==> src/verilog/stim_pkg.sv <==
//##############################
// Shared widths, control word layout, player states
// and signature constants of the stimulus subsystem
//##############################

package stim_pkg;

   // Default sizes
   localparam int stim_uw_def    = 32;  // Payload bits
   localparam int stim_cw_def    = 8;   // Control bits
   localparam int stim_depth_def = 256; // Memory entries

   //#############################
   // Control word layout
   //#############################
   // Word stored in memory is {payload, control}
   localparam int ctl_valid_bit = 0; // Cleared on the end marker
   localparam int ctl_pause_lsb = 1; // Pause count in the upper bits

   // Player FSM states
   typedef enum logic [1:0] {
      st_idle   = 2'b00, // Waiting for go
      st_active = 2'b01, // Presenting entries
      st_pause  = 2'b10, // Idle gap after a packet
      st_done   = 2'b11  // End marker seen
   } stim_state_e;

   //#############################
   // Signature
   //#############################
   localparam int                   sig_width = 32;
   localparam logic [sig_width-1:0] sig_seed  = 32'h5a3c_96e1; // Value after reset

   // One step: rotate left by one, then XOR the payload
   function automatic logic [sig_width-1:0] sig_fold(
      input logic [sig_width-1:0] sig,
      input logic [sig_width-1:0] data
   );
      return {sig[sig_width-2:0], sig[sig_width-1]} ^ data;
   endfunction

endpackage

==> src/verilog/stim_signature.sv <==
//##############################
// Signature sink: rotate-XOR fold, packet count
// and run completion flag
//##############################

module stim_signature #(
   parameter int UW = stim_pkg::stim_uw_def // Payload width
) (
   input  logic                          dut_clk,
   input  logic                          nreset,
   input  logic                          in_valid,
   input  logic [UW-1:0]                 in_packet,
   output logic                          in_ready,
   input  logic                          sink_stall, // External back-pressure
   input  logic                          stim_done,  // Producer finished
   output logic [stim_pkg::sig_width-1:0] sig_value,
   output logic [15:0]                   sig_count,
   output logic                          run_done
);
   import stim_pkg::*;

   logic                 accept;    // Packet taken this cycle
   logic [sig_width-1:0] fold_data; // Payload sized to the signature

   assign in_ready  = !sink_stall;
   assign accept    = in_valid && in_ready;
   assign fold_data = sig_width'(in_packet); // Zero-extend or truncate

   //#############################
   // Signature and count
   //#############################
   always_ff @(posedge dut_clk or negedge nreset) begin
      if (!nreset) begin
         sig_value <= sig_seed;
         sig_count <= '0;
      end else if (accept) begin
         sig_value <= sig_fold(sig_value, fold_data);
         sig_count <= sig_count + 1'b1; // Wraps past 16 bits
      end
   end

   //#############################
   // Completion
   //#############################
   // Producer done and buffer drained, so nothing is pending.
   // Last fold already landed on the accepting edge.
   always_ff @(posedge dut_clk or negedge nreset) begin
      if (!nreset) begin
         run_done <= 1'b0;
      end else if (stim_done && !in_valid) begin
         run_done <= 1'b1; // Held until reset
      end
   end

endmodule

==> config.mk <==
export PLATFORM = sky130hd
export DESIGN_NAME = stim_signature
export DESIGN_NICKNAME = d
export VERILOG_FILES = /design/src/verilog/stim_pkg.sv /design/src/verilog/stim_signature.sv
export SDC_FILE = /design/constraint.sdc
export NUM_CORES = 1
export LEC_CHECK = 0
export BUFFER_PORTS_ARGS = -buffer_cell sky130_fd_sc_hd__buf_2
export CORE_MARGIN = 3
export CORE_UTILIZATION = 48
export DETAILED_ROUTE_END_ITERATION = 8
export PLACE_DENSITY = 0.8
export SYNTH_ARGS = -nofsm -noshare
export SYNTH_HDL_FRONTEND = slang
export SYNTH_SLANG_ARGS = --single-unit
==> constraint.sdc <==
create_clock -name dut_clk -period 1.4 [get_ports dut_clk]
set_clock_uncertainty 0.05 [all_clocks]
set_input_delay 0.07 -clock dut_clk [delete_from_list [all_inputs] [get_ports dut_clk]]
set_output_delay 0.07 -clock dut_clk [all_outputs]
set_load 0.005 [all_outputs]
* Word-level counts from Yosys, hierarchy flattened *
Cells that the tools add are included.
W data, S select, Z words.

cells by class
  add/sub/neg operators = 1
  $mul = 0
  div/mod/pow operators = 0
  magnitude comparators = 0
  equal/unequal tests = 0
  shift operators = 0
  multiplexer cells = 0
  bitwise logic cells = 1
  reduce and logical (&&, ||, !) cells = 4

operators by type and width
  operator                 count
  $xor A32 B32 Y32         1
  $add A16 B1 Y16 const B  1
  $logic_and A1 B1 Y1      2
  $logic_not A1 Y1         2

word-level totals
  flip-flop bits (word level) = 49
  latch bits = 0
  memory bits (writable) = 0
  bits in read-only memories = 0
  input port bits = 37
  output and inout port bits = 50
  logic and storage cells = 9
  memories kept = 0

* Logic depth before layout (Yosys ltp) *
  depth in word-level cells = 2
  mapped depth = 6
  mapped depth without buffers = 4

* Worst setup path after synthesis *
OpenSTA, ideal clock, no wires.

  path kind = reg2reg
  from = register sig_count[2]
  to = register sig_count[15]
  setup time = 123 ps
  arrival = 1119 ps
  data required time = 1227 ps
  path slack = 109 ps
  cell stages (with the launch flop) = 5
  buffers on the path = 0
  period minus slack after synthesis = 1291 ps
  cells stage by stage = dfrtp_1 and4b_2 and4_4 nand4_1 xnor2_1

between the ends
  longest elaborated chain between the ends = 1

ends and longest elaborated chain
  item                    line                  RTL
  from (decl)             stim_signature.sv:17  output logic [15:0] sig_count,
  from (signal assigned)  stim_signature.sv:38  sig_count <= sig_count + 1'b1;
  $add A16 B1 Y16         stim_signature.sv:38

No other way between the ends.
A chain may end at the register's enable or synchronous reset.

* Worst setup path after layout *
Ends and elaborated chain as after synthesis.

==> impl_metrics.csv <==
group,metric,value,unit
routing,drt-pass1-iter-count,4,
routing,drc,0,
routing,viasPerCell,4.85,
logic_synthesis,synth_area_per_cell,10.8,sq um
flow_run,maxCapViolCount,0,
clock_network,clockRootBuffer,"clkbuf_8",
cells_and_area,drive_above_1_share,0.386,
logic_synthesis,yosysWarnings,0,
cells_and_area,antenna-diode-count,0,
timing,max_freq,769,MHz
cells_and_area,layout.nets,346,
global_route,grt_max_degree,67,
routing,vias,1737,
clock_network,path_clk_slew,0.08,ns
timing,slew_headroom,0.826,
worst_setup_path,critPathRequiredTime,1.53,ns
logic_synthesis,synth_nets,236,
worst_setup_path,worstSetupEndpointType,"flip-flop",
cells_and_area,synthToLayoutAreaGrowth,37.1,%
power_and_ir_drop,powerDensity,1370,mW/mm^2
clock_network,insertion_delay,0.29,ns
logic_synthesis,synth_cells,198,
worst_setup_path,path_class,"flip-flop to flip-flop",
place,portBuffers,86,
place,gp_congestion,0.760,
worst_setup_path,reg2reg_from,"sig_count[2]",
worst_setup_path,critPathLaunch,"sig_count[2]",
die,pin_count,87,
die,die_w,72.9,um
global_route,overflow,0,
global_route,grt_pass1_vias,1666,
worst_setup_path,cp.arrival,1.43,ns
routing,routed_wl,4.47,mm
timing,post-route-min-period,1.30,ns
worst_setup_path,critPathLaunchType,"flip-flop",
timing,hold_viol_final,0,
clock_network,cts-htree-levels,2,
cells_and_area,fillers,323,
run_status,status,"finished, final reports clean",
clock_network,cts_tree,"yes",
logic_synthesis,synth-seq-cells,49,
global_route,grt_pass1_wl,7.41,mm
timing,rsz0062_at_grt,"no",
logic_synthesis,synth_cell_types,19,
clock_network,numCtsBuffers,5,
worst_setup_path,worstPathMaxFanout,4,
timing,setup_viol,0,
global_route,antenna_found_initial,0,
die,die_h,72.9,um
routing,wl_per_cell,12.5,um
timing,drv_slew,0,
hold_path,holdCritStartpoint,"in_packet[4]",
routing,drt_iter0_drc,71,
place,placedInstanceArea,0.00267,sq mm
power_and_ir_drop,p_leak,1.40,nW
clock_network,numClockSinks,49,
die,fp.dieArea,0.00531,sq mm
logic_synthesis,synth_edf_count,0,
hold_path,hold_class,"input pin to flip-flop",
power_and_ir_drop,irDropWorstVdd,0.000770,V
die,fp-row-count,23,
timing,tns,0,ns
die,core,0.00414,sq mm
logic_synthesis,synthFlopType,"dfrtp_1",
logic_synthesis,synth_seq_area_share,0.580,
logic_synthesis,synthArstFlopShare,1.00,
timing,worst_pin_slew,0.261,ns
clock_network,cts_buffer_depth,2,
cells_and_area,final_cell_area,0.00294,sq mm
timing,period_share,0.928,
logic_synthesis,synth_area,0.00215,sq mm
global_route,grtUsageTotal,0.180,
place,detailed_place_hpwl,3.18,mm
die,initial_core_util,0.518,
routing,postRouteAntennaNets,0,
## critical path, cell delays in order (launching register included)
cell     delay, ns
dfrtp_1       0.36
and4b_2       0.28
and4_4        0.26
nand4_1       0.11
xnor2_1       0.14
## area by class of cell
| type | instances | area, sq um | area share |
|---|---|---|---|
| Inverter | 2 | 7.51 | 0.00255 |
| Clock buffer | 6 | 72.6 | 0.0246 |
| Timing Repair Buffer | 110 | 681 | 0.231 |
| Clock inverter | 1 | 5.00 | 0.00170 |
| Tap cell | 50 | 62.6 | 0.0212 |
| Sequential cell | 49 | 1250 | 0.423 |
| Multi-Input combinational cell | 140 | 870 | 0.295 |
## cell usage after synthesis (2+ instances only)
library cell,count,share of area
buf_2,5,0.012
clkbuf_1,2,0.0035
dfrtp_1,33,0.38
dfstp_2,16,0.20
inv_1,2,0.0035
nand2_1,40,0.070
nand3_1,5,0.012
nand4_1,6,0.017
nor2_1,3,0.0052
o21ai_0,32,0.075
xnor2_1,46,0.19
## metal layers
metal  global-route usage  up-vias  wire [um]
met1                0.234      802       1980
met3               0.0358        7        350
met4               0.0656        0         66
li1                     -      864          -
met2                0.300       64       2070
met5                    0        -          0
## path summary, 6_finish.rpt
kind | to | slack [ns] | depth (start not counted)
max in group asynchronous | sig_value[12] | 0.77 | 3
setup / recovery | sig_count[15] | 0.10 | 4
setup reg to reg | sig_count[15] | 0.10 | 4
min in group asynchronous | sig_count[6] | 0.23 | 3
hold / removal | sig_value[4] | 0.009 | 3
hold reg to reg | sig_count[15] | 0.43 | 1
## placed cells by master (no fill, tap or decap), drive strengths merged
cell | Yosys | routed
nand3 | 5 | 5
dfrtp | 33 | 33
buf | 5 | 92
nand4 | 6 | 6
clkinv | 0 | 1
dlygate4sd3 | 0 | 18
o21ai | 32 | 32
nand2 | 40 | 40
a21o | 1 | 1
xor2 | 1 | 1
inv | 2 | 2
xnor2 | 46 | 46
and3 | 1 | 1
ha | 1 | 1
nor2 | 3 | 3
and2 | 1 | 1
clkbuf | 2 | 6
and4b | 1 | 1
dfstp | 16 | 16
and4 | 2 | 2
## stage by stage
stage / utilization / setup slack, ns / std cells / hold slack, ns / total power, mW
final: 0.710 / 0.100 / 358 / 0.00891 / 4.03
after global routing: 0.710 / 0.0132 / 358 / 0.00699 / 4.33
after floorplan: - / 0.109 / 198 / -0.276 / 2.64
after detailed placement: 0.645 / 0.0926 / 332 / 0.0254 / 3.25
after global placement: 0.645 / 0.122 / 332 / 0.0241 / 3.20
after CTS: 0.707 / 0.0784 / 357 / 0.000588 / 4.07
## power breakdown
part,leakage (nW),total (mW),internal [mW],switching [mW]
clock network,0.0410,0.764,0.340,0.424
registers,0.589,2.10,1.82,0.284
logic,0.769,1.17,0.668,0.503
total,1.40,4.03,2.82,1.21
## registers in the layout, indices dropped and copies added (netlist names)
signal and flops:
run_done 1, sig_count 16, sig_value 32
## logic make-up after synthesis
family	Yosys count	share of synthesized area
AO/OA/AOI/OAI	33	0.0781
XOR/XNOR	47	0.192
adder cells (fa/ha/maj)	1	0.00583
buffers and inverters	9	0.0186
flip-flops	49	0.580
AND/OR/NAND/NOR	59	0.125
## timing repair
action | in CTS | in global routing
setup buffers | 0 | 1
resized for setup | 0 | 2
setup endpoints to repair | 0 | 2
hold buffers | 18 | 0
hold endpoints to repair | 66 | 0
(Power assumes the default switching activity.)
