**src/verilog/stim_pkg.sv**
```systemverilog
//##############################
// Shared widths, control word layout, player states
// and signature constants of the stimulus subsystem
//##############################

package stim_pkg;

   // Default sizes
   localparam int stim_uw_def    = 32;  // Payload bits
   localparam int stim_cw_def    = 8;   // Control bits
   localparam int stim_depth_def = 256; // Memory entries

   //#############################
   // Control word layout
   //#############################
   // Word stored in memory is {payload, control}
   localparam int ctl_valid_bit = 0; // Cleared on the end marker
   localparam int ctl_pause_lsb = 1; // Pause count in the upper bits

   // Player FSM states
   typedef enum logic [1:0] {
      st_idle   = 2'b00, // Waiting for go
      st_active = 2'b01, // Presenting entries
      st_pause  = 2'b10, // Idle gap after a packet
      st_done   = 2'b11  // End marker seen
   } stim_state_e;

   //#############################
   // Signature
   //#############################
   localparam int                   sig_width = 32;
   localparam logic [sig_width-1:0] sig_seed  = 32'h5a3c_96e1; // Value after reset

   // One step: rotate left by one, then XOR the payload
   function automatic logic [sig_width-1:0] sig_fold(
      input logic [sig_width-1:0] sig,
      input logic [sig_width-1:0] data
   );
      return {sig[sig_width-2:0], sig[sig_width-1]} ^ data;
   endfunction

endpackage

```
**src/verilog/stim_fifo.sv**
```systemverilog
//##############################
// Synchronous FIFO, valid/ready on both sides
//##############################

module stim_fifo #(
   parameter int W     = stim_pkg::stim_uw_def, // Data width
   parameter int DEPTH = 4                      // Entries
) (
   input  logic         dut_clk,
   input  logic         nreset,
   input  logic         in_valid,
   input  logic [W-1:0] in_data,
   output logic         in_ready,  // Not full
   output logic         out_valid, // Not empty
   output logic [W-1:0] out_data,
   input  logic         out_ready
);

   localparam int AW   = (DEPTH > 1) ? $clog2(DEPTH) : 1; // Pointer bits
   localparam int CNTW = $clog2(DEPTH + 1);               // Occupancy bits

   logic [W-1:0]    mem [DEPTH];
   logic [AW-1:0]   wr_ptr;
   logic [AW-1:0]   rd_ptr;
   logic [CNTW-1:0] count;
   logic            push;
   logic            pop;

   // Pointer advance with wrap at DEPTH
   function automatic logic [AW-1:0] ptr_inc(input logic [AW-1:0] ptr);
      logic [AW-1:0] nxt;
      nxt = (ptr == AW'(DEPTH - 1)) ? '0 : ptr + 1'b1;
      return nxt;
   endfunction

   // Flags from occupancy
   assign in_ready  = (count != CNTW'(DEPTH));
   assign out_valid = (count != '0);
   assign out_data  = mem[rd_ptr]; // Head entry, stable until popped

   assign push = in_valid && in_ready;   // Never past full
   assign pop  = out_valid && out_ready; // Never past empty

   //#############################
   // Storage
   //#############################
   always_ff @(posedge dut_clk) begin
      if (push) begin
         mem[wr_ptr] <= in_data;
      end
   end

   //#############################
   // Pointers and count
   //#############################
   always_ff @(posedge dut_clk or negedge nreset) begin
      if (!nreset) begin
         wr_ptr <= '0;
         rd_ptr <= '0;
         count  <= '0;
      end else begin
         if (push) begin
            wr_ptr <= ptr_inc(wr_ptr);
         end
         if (pop) begin
            rd_ptr <= ptr_inc(rd_ptr);
         end
         // Simultaneous push and pop keeps the count
         case ({push, pop})
            2'b10:   count <= count + 1'b1;
            2'b01:   count <= count - 1'b1;
            default: count <= count;
         endcase
      end
   end

endmodule

```
**config.mk**
```make
export PLATFORM = sky130hd
export DESIGN_NAME = stim_fifo
export DESIGN_NICKNAME = d
export VERILOG_FILES = /design/src/verilog/stim_pkg.sv /design/src/verilog/stim_fifo.sv
export SDC_FILE = /design/constraint.sdc
export NUM_CORES = 1
export LEC_CHECK = 0
export BUFFER_PORTS_ARGS = -buffer_cell sky130_fd_sc_hd__buf_2
export CORE_ASPECT_RATIO = 1.1
export CORE_MARGIN = 2
export CORE_UTILIZATION = 50
export DETAILED_ROUTE_END_ITERATION = 10
export HOLD_SLACK_MARGIN = 0.05
export PLACE_DENSITY = 0.71
export RECOVER_POWER = 100
export SYNTH_ARGS = -nofsm -noshare
export SYNTH_HDL_FRONTEND = slang
export SYNTH_SLANG_ARGS = --single-unit
```
**constraint.sdc**
```tcl
create_clock -name dut_clk -period 4.4 [get_ports dut_clk]
set_clock_uncertainty 0.05 [all_clocks]
set_input_delay 0.44 -clock dut_clk [delete_from_list [all_inputs] [get_ports dut_clk]]
set_output_delay 0.44 -clock dut_clk [all_outputs]
set_load 0.03 [all_outputs]
```
### Yosys cells after proc, flatten, opt, wreduce, memory -nomap -nowiden

Memory sizes are Yosys's and may differ from the RTL's.
Cells that the tools add are included.

| storage, ports and cells | value |
|---|---|
| flip-flop bits (word level) | 7 |
| bits in latches | 0 |
| RAM bits | 128 |
| ROM bits | 0 |
| input port bits | 36 |
| memories kept | 1 |

Memories:

| name | depth | bits a word | read ports | clocked after Yosys merged registers in | wr ports | line | text |
|---|---|---|---|---|---|---|---|
| mem | 4 | 32 | 1 | 0 | 1 | stim_fifo.sv:22 | `logic [W-1:0] mem [DEPTH];` |

| operators by class | value |
|---|---|
| add/subtract/negate cells | 4 |
| multiply operators | 0 |
| div/mod/pow operators | 0 |
| $lt $le $gt $ge | 0 |
| eq/ne operators | 5 |
| shifts and indexed selects | 0 |
| mux-type cells | 5 |
| bitwise operators | 0 |
| reduce and logical (&&, ||, !) cells | 4 |

Operators by type and width:

| kind | count |
|---|---|
| == test 2 bit, second input constant | 3 |
| one-hot mux 3 bit (2 select lines) | 1 |
| adder 2 x 1 -> 2 bit, second input constant | 2 |
| two-way mux 2 bit | 2 |
| adder 3 x 1 -> 3 bit, second input constant | 1 |
| != test 3 bit, second input constant | 1 |
| nonzero test 3 bit | 1 |
| subtractor 3 x 1 -> 3 bit, second input constant | 1 |
| == test 2 x 1 -> 1 bit, second input constant | 1 |
| logical AND 1 bit | 2 |
| two-way mux 1 bit | 2 |
| nonzero test 2 bit | 1 |

### Logic depth before layout (Yosys ltp)

| depth | value |
|---|---|
| word-level depth | 4 |
| mapped depth | 9 |
| depth with buffers taken out | 9 |

### Least setup slack after synthesis

Ideal clock, no wire load.

| path | value |
|---|---|
| path type | register -> register |
| from | register count[0] |
| to | register count[2] |
| setup time | 0.079 ns |
| arrival time | 2.066 ns |
| required time | 4.271 ns |
| slack | 2.205 ns |
| stages on the path, launching flop included | 10 |
| path buffers | 0 |
| clock period less this slack | 2.195 ns |
| cell sequence | dfrtp_1 > or3b_4 > and2_4 > inv_1 > ha_1 > inv_1 > fa_1 > xor2_1 > nor2_1 > xor2_1 |

| between the ends | value |
|---|---|
| longest elaborated chain between the ends | 4 |

Ends and longest elaborated chain:

| what | line | text |
|---|---|---|
| start, declared | stim_fifo.sv:25 | `logic [CNTW-1:0] count;` |
| start signal, assigned | stim_fifo.sv:70 | `2'b10: count <= count + 1'b1;` |
| start signal, assigned | stim_fifo.sv:71 | `2'b01: count <= count - 1'b1;` |
| start signal, assigned | stim_fifo.sv:72 | `default: count <= count;` |
| != test 3 bit * | stim_fifo.sv:37 | `assign in_ready = (count != CNTW'(DEPTH));` |
| via in_ready | stim_fifo.sv:13 | `output logic in_ready,` |
| logical AND 1 bit * | stim_fifo.sv:41 | `assign push = in_valid && in_ready;` |
| == test 2 x 1 -> 1 bit / == test 2 bit (equally long branches) | stim_fifo.sv:69 | `case ({push, pop})` |
| one-hot mux 3 bit (2 select lines) / nonzero test 2 bit (equally long branches) | - |  |

Mark *: on every way through the listed nets, which the timed path passes. The rest lies on a longest branch.
A chain may end at the register's enable or synchronous reset.

### Worst setup path in the final report

| path | value |
|---|---|
| from | register rd_ptr[0] |
| to | output port out_data[2] |

| between the ends | value |
|---|---|
| longest elaborated chain between the ends | 1 |

Ends and longest elaborated chain:

| what | line | text |
|---|---|---|
| start, declared | stim_fifo.sv:24 | `logic [AW-1:0] rd_ptr;` |
| start signal, assigned | stim_fifo.sv:66 | `rd_ptr <= ptr_inc(rd_ptr);` |
| memory (4 x 32 bit) | - |  |
| end, declared | stim_fifo.sv:15 | `output logic [W-1:0] out_data,` |

No other way between the ends.

==> results.txt <==
The number of hold violations in the final report was 0. The critical path goes through buf_4, mux4_2, clkbuf_1. The number of global-route vias before repair came out at approximately 2400. The final critical-path setup slack came out at about 930 ps.

The total overflow left after global routing is 0. The number of rows created at floorplan came out at 38. The die area is approximately 0.011 mm^2. The largest stage delay on the critical path came out at between 1000 and 1500 ps. The DRC violations left came out at 0. The critical path class is flip-flop to output pin.

Summing all multi-input logic gate instances after layout gives approximately 970 um^2. The run finished, with violations left. The area growth from synthesis to layout is 18.8%. The post-synthesis net count came out at around 250. The cell depth of the worst min-delay path came out at 1. The maximum clock insertion buffer count came out at 2. The worst hold path begins at in_data[24]. The H-tree depth is 4. The number of antenna violations at the first check in global routing is 0.

Counting flops with a built-in enable in the synthesized netlist gives about 130. The final total negative setup slack is 0 ps. The time the worst path needs with I/O delays and setup came out at roughly 3500 ps.

The final reports fail on max-capacitance violations, max-slew violations. For hold timing, the worst endpoint is mem[2][24]$_DFFE_PP_. The startpoint identified for the worst register-to-register timing path is count[2]$_DFFE_PN0P_. The fraction of registers with async set or reset after synthesis is 0.0519. The number of DRC markers in iteration 0 is 141. The count of vias placed by the detailed router is between 2000 and 2500. The required time of the worst setup path is ~4000 ps. In this run the top signal layer used is met4. The clock insertion delay at the later pin of the skew report came out at between 500 and 600 ps. The warning count from the yosys run came out at 0. The total met2 wirelength after detailed routing is approximately 4.2 mm.

Yosys attributes the largest share of cell area to edfxtp_1 (76%), mux4_2 (14%), dfrtp_1 (3.5%), ha_1 (1.5%), and3_2 (0.59%). The final weighted congestion in routability-driven placement came out at approximately 0.72. The transition at the pin with the smallest max-transition slack came out at about 1700 ps. The endpoint class of the critical path is an output pin. The detailed-route wire length came out at 8.29 mm. Summed over all nets, wire length on met3 after detailed routing comes to ~530 um. The count of buffers added on input and output ports is 69. The type of the tightest min-delay check is primary input to flip-flop. The total routing resource utilization after global routing came out at 0.165.

Timing would allow up to 288 MHz. The worst register-to-register path has a depth of 2. The final cycle utilization of the critical path came out at 0.790.

The top-area cell type share of the netlist area came out at 0.759. The final-stage net count came out at about 330. The largest total area in the synthesized netlist belongs to edfxtp_1. STA classifies the critical path startpoint as a flip-flop. In this run the vertical extent of the chip is between 100 and 150 um. The switching part of the total came out at 0.340.

The CTS tree is built. The share of post-route cells with drive strength above 1 came out at 0.241. The analysis attributes to net switching a power of ~1.6 mW. The maximum vdd drop is about 0.41 mV. Among all cell types in the netlist, the one instantiated most often is edfxtp_1. Clock tree synthesis inserted a total of 17 buffers. The number of nets with antenna violations after detailed routing came out at 0. Setup repair after global routing left no endpoint under its margin. The antenna diode count came out at 0.

The total half-perimeter wirelength after legalization and detailed placement is ~4.8 mm. The mean post-synth cell area came out at between 20 and 25 um^2. The setup check on the worst reg-to-reg path leaves a slack of around 1900 ps. The placement-stage worst setup slack is between 1500 and 2000 ps. For this run, the detailed router's first-pass iteration total came to 4.

In this run the post-CTS setup repair buffer count came out at 0. Counting flops and latches in the post-synthesis netlist gives about 140. The register cell area after layout came out at about 0.0040 mm^2. After synthesis, the most frequently instantiated cells are edfxtp_1 (128), mux4_2 (32), dfrtp_1 (7), inv_1 (7), ha_1 (6). The worst endpoint data arrival time came out at 2980 ps.

The first global-routing pass estimated approximately 13 mm of wire. The post-cts gate resize count is 0. In this run the tightest slew margin relative to its limit is -0.133. The clock power share came out at 0.298.

The I/O pin count came out at 70. The end of the worst register-to-register path is mem[2][5]$_DFFE_PP_. Synthesis instantiated 20 different standard cells from the library.

For this block, wires on met1 add up to approximately 3.4 mm. In the routed layout, each cell is associated on average with a via count of 5.37. Setup violations remaining at the end of the flow were counted as 0. The power per unit of standard cell area is between 700 and 800 mW/mm^2. The slowest stage cell on the critical path is dfrtp_1. The part of the Yosys area used for sequential elements is 0.793. The post-detailed-route wirelength per cell came out at between 15 and 20 um. The max-slew violation count came to about 130.

After technology mapping, the gate count stands at about 210. The maximum number of pins on one net before global-route repair is 35. After filler insertion, the fill cell instance count of the layout stands at around 730. The tool flagged a number of max-cap violations equal to 4. The clock transition at the registers of the reported paths is ~60 ps. For this run, the leading register cell type out of synthesis is edfxtp_1. The analysis attributes to cell leakage a power of approximately 2.0 nW.

The internal power of the cells totals between 3 and 4 mW. CTS placed an instance of clkbuf_8 at the clock tree root. The initial core utilization is 0.512. The maximum fanout along the worst path came out at 22. The total standard cell area after synthesis came out at just over 0.005 mm^2. From left edge to right edge, the die measures ~100 um. The combinational cell fraction of total power is 0.285. The share of total power dissipated in sequential elements is 0.417. The placeable core region came out at roughly 0.0099 mm^2. The number of clock sinks came out at 135.
==> power by group through the flow <==
stage | clock network, mW | logic (mW) | registers [mW]
after floorplan | 0 | 1.16 | 1.78
final | 1.36 | 1.30 | 1.91
after detailed placement | 0 | 1.38 | 1.94
after global routing | 1.44 | 1.40 | 1.95
after global placement | 0 | 1.38 | 1.93
after CTS | 1.39 | 1.39 | 1.91
==> worst max-delay path: cells and delay by family (launching register included) <==
kind,cells,cell delay [ps]
mux,1,560
flops,1,1220
buf+inv,2,680
==> repair_timing <==
action / 4_1_cts / 5_1_grt
endpoints found under the setup margin: 0 / 0
hold endpoints to repair: 7 / 0
hold buffers: 1 / 0
==> flip-flops by register name, summed over array words and instances (netlist names) <==
register and flops:
wr_ptr 2, rd_ptr 2, count 3, mem 128
==> layer usage <==
layer  up-vias  GRT usage
met2        64      0.266
met3        12     0.0629
met4         0     0.0607
li1       1032          -
met5         -          0
met1      1164      0.206
==> cell type report <==
| cell class | instances | area share |
|---|---|---|
| timing repair buffer | 71 | 0.0463 |
| multi-input combinational | 58 | 0.161 |
| clock inverter | 15 | 0.0274 |
| tap | 120 | 0.0249 |
| sequential | 135 | 0.668 |
| inverter | 7 | 0.00436 |
| clock buffer | 17 | 0.0688 |
==> how the worst max path moves through the flow <==
stage / from / end / slack (ps) / cells past startpoint
finish: rd_ptr[0]$_DFFE_PN0P_ / out_data[2] / 930 / 3
global route: rd_ptr[0]$_DFFE_PN0P_ / out_data[2] / 590 / 3
global placement: rd_ptr[0]$_DFFE_PN0P_ / out_data[29] / 1860 / 3
detailed placement: rd_ptr[0]$_DFFE_PN0P_ / out_data[29] / 1860 / 3
floorplan: count[0]$_DFFE_PN0P_ / count[2]$_DFFE_PN0P_ / 2200 / 9
CTS: rd_ptr[0]$_DFFE_PN0P_ / out_data[2] / 1280 / 3
==> stage by stage <==
step                cells  hold slack (ps)   util  total power [mW]  cell area [um^2]
floorplan             208             94.4      -              2.94              5070
global placement      390              237  0.559              3.30              5530
detailed placement    390              236  0.559              3.32              5530
CTS                   423             50.8  0.619              4.70              6120
global route          423              123  0.609              4.79              6020
finish                423              116  0.609              4.57              6020
==> cells by family (layout without fill, tap and decap cells) <==
kind of cell,after synthesis,count (layout),synth area share
mux,37,37,0.155
xor+xnor,3,3,0.00519
flops,135,135,0.793
simple gates,11,11,0.0143
fa+ha+maj,7,7,0.0188
buf+inv,15,110,0.0141
==> placed cells by master (no fill, tap or decap), drive strengths merged <==
| cell type | synthesis | layout |
|---|---|---|
| and2 | 1 | 1 |
| and3 | 4 | 4 |
| buf | 6 | 3 |
| bufinv | 0 | 2 |
| clkbuf | 2 | 84 |
| clkinv | 0 | 5 |
| clkinvlp | 0 | 1 |
| dfrtp | 7 | 7 |
| dlygate4sd3 | 0 | 1 |
| edfxtp | 128 | 128 |
| fa | 1 | 1 |
| ha | 6 | 6 |
| inv | 7 | 14 |
| mux2 | 4 | 4 |
| mux2i | 1 | 1 |
| mux4 | 32 | 32 |
| nand2 | 1 | 1 |
| nor2 | 3 | 3 |
| or3 | 1 | 1 |
| or3b | 1 | 1 |
| xnor2 | 1 | 1 |
| xor2 | 2 | 2 |
No activity file was read; power rests on OpenSTA's default activity.
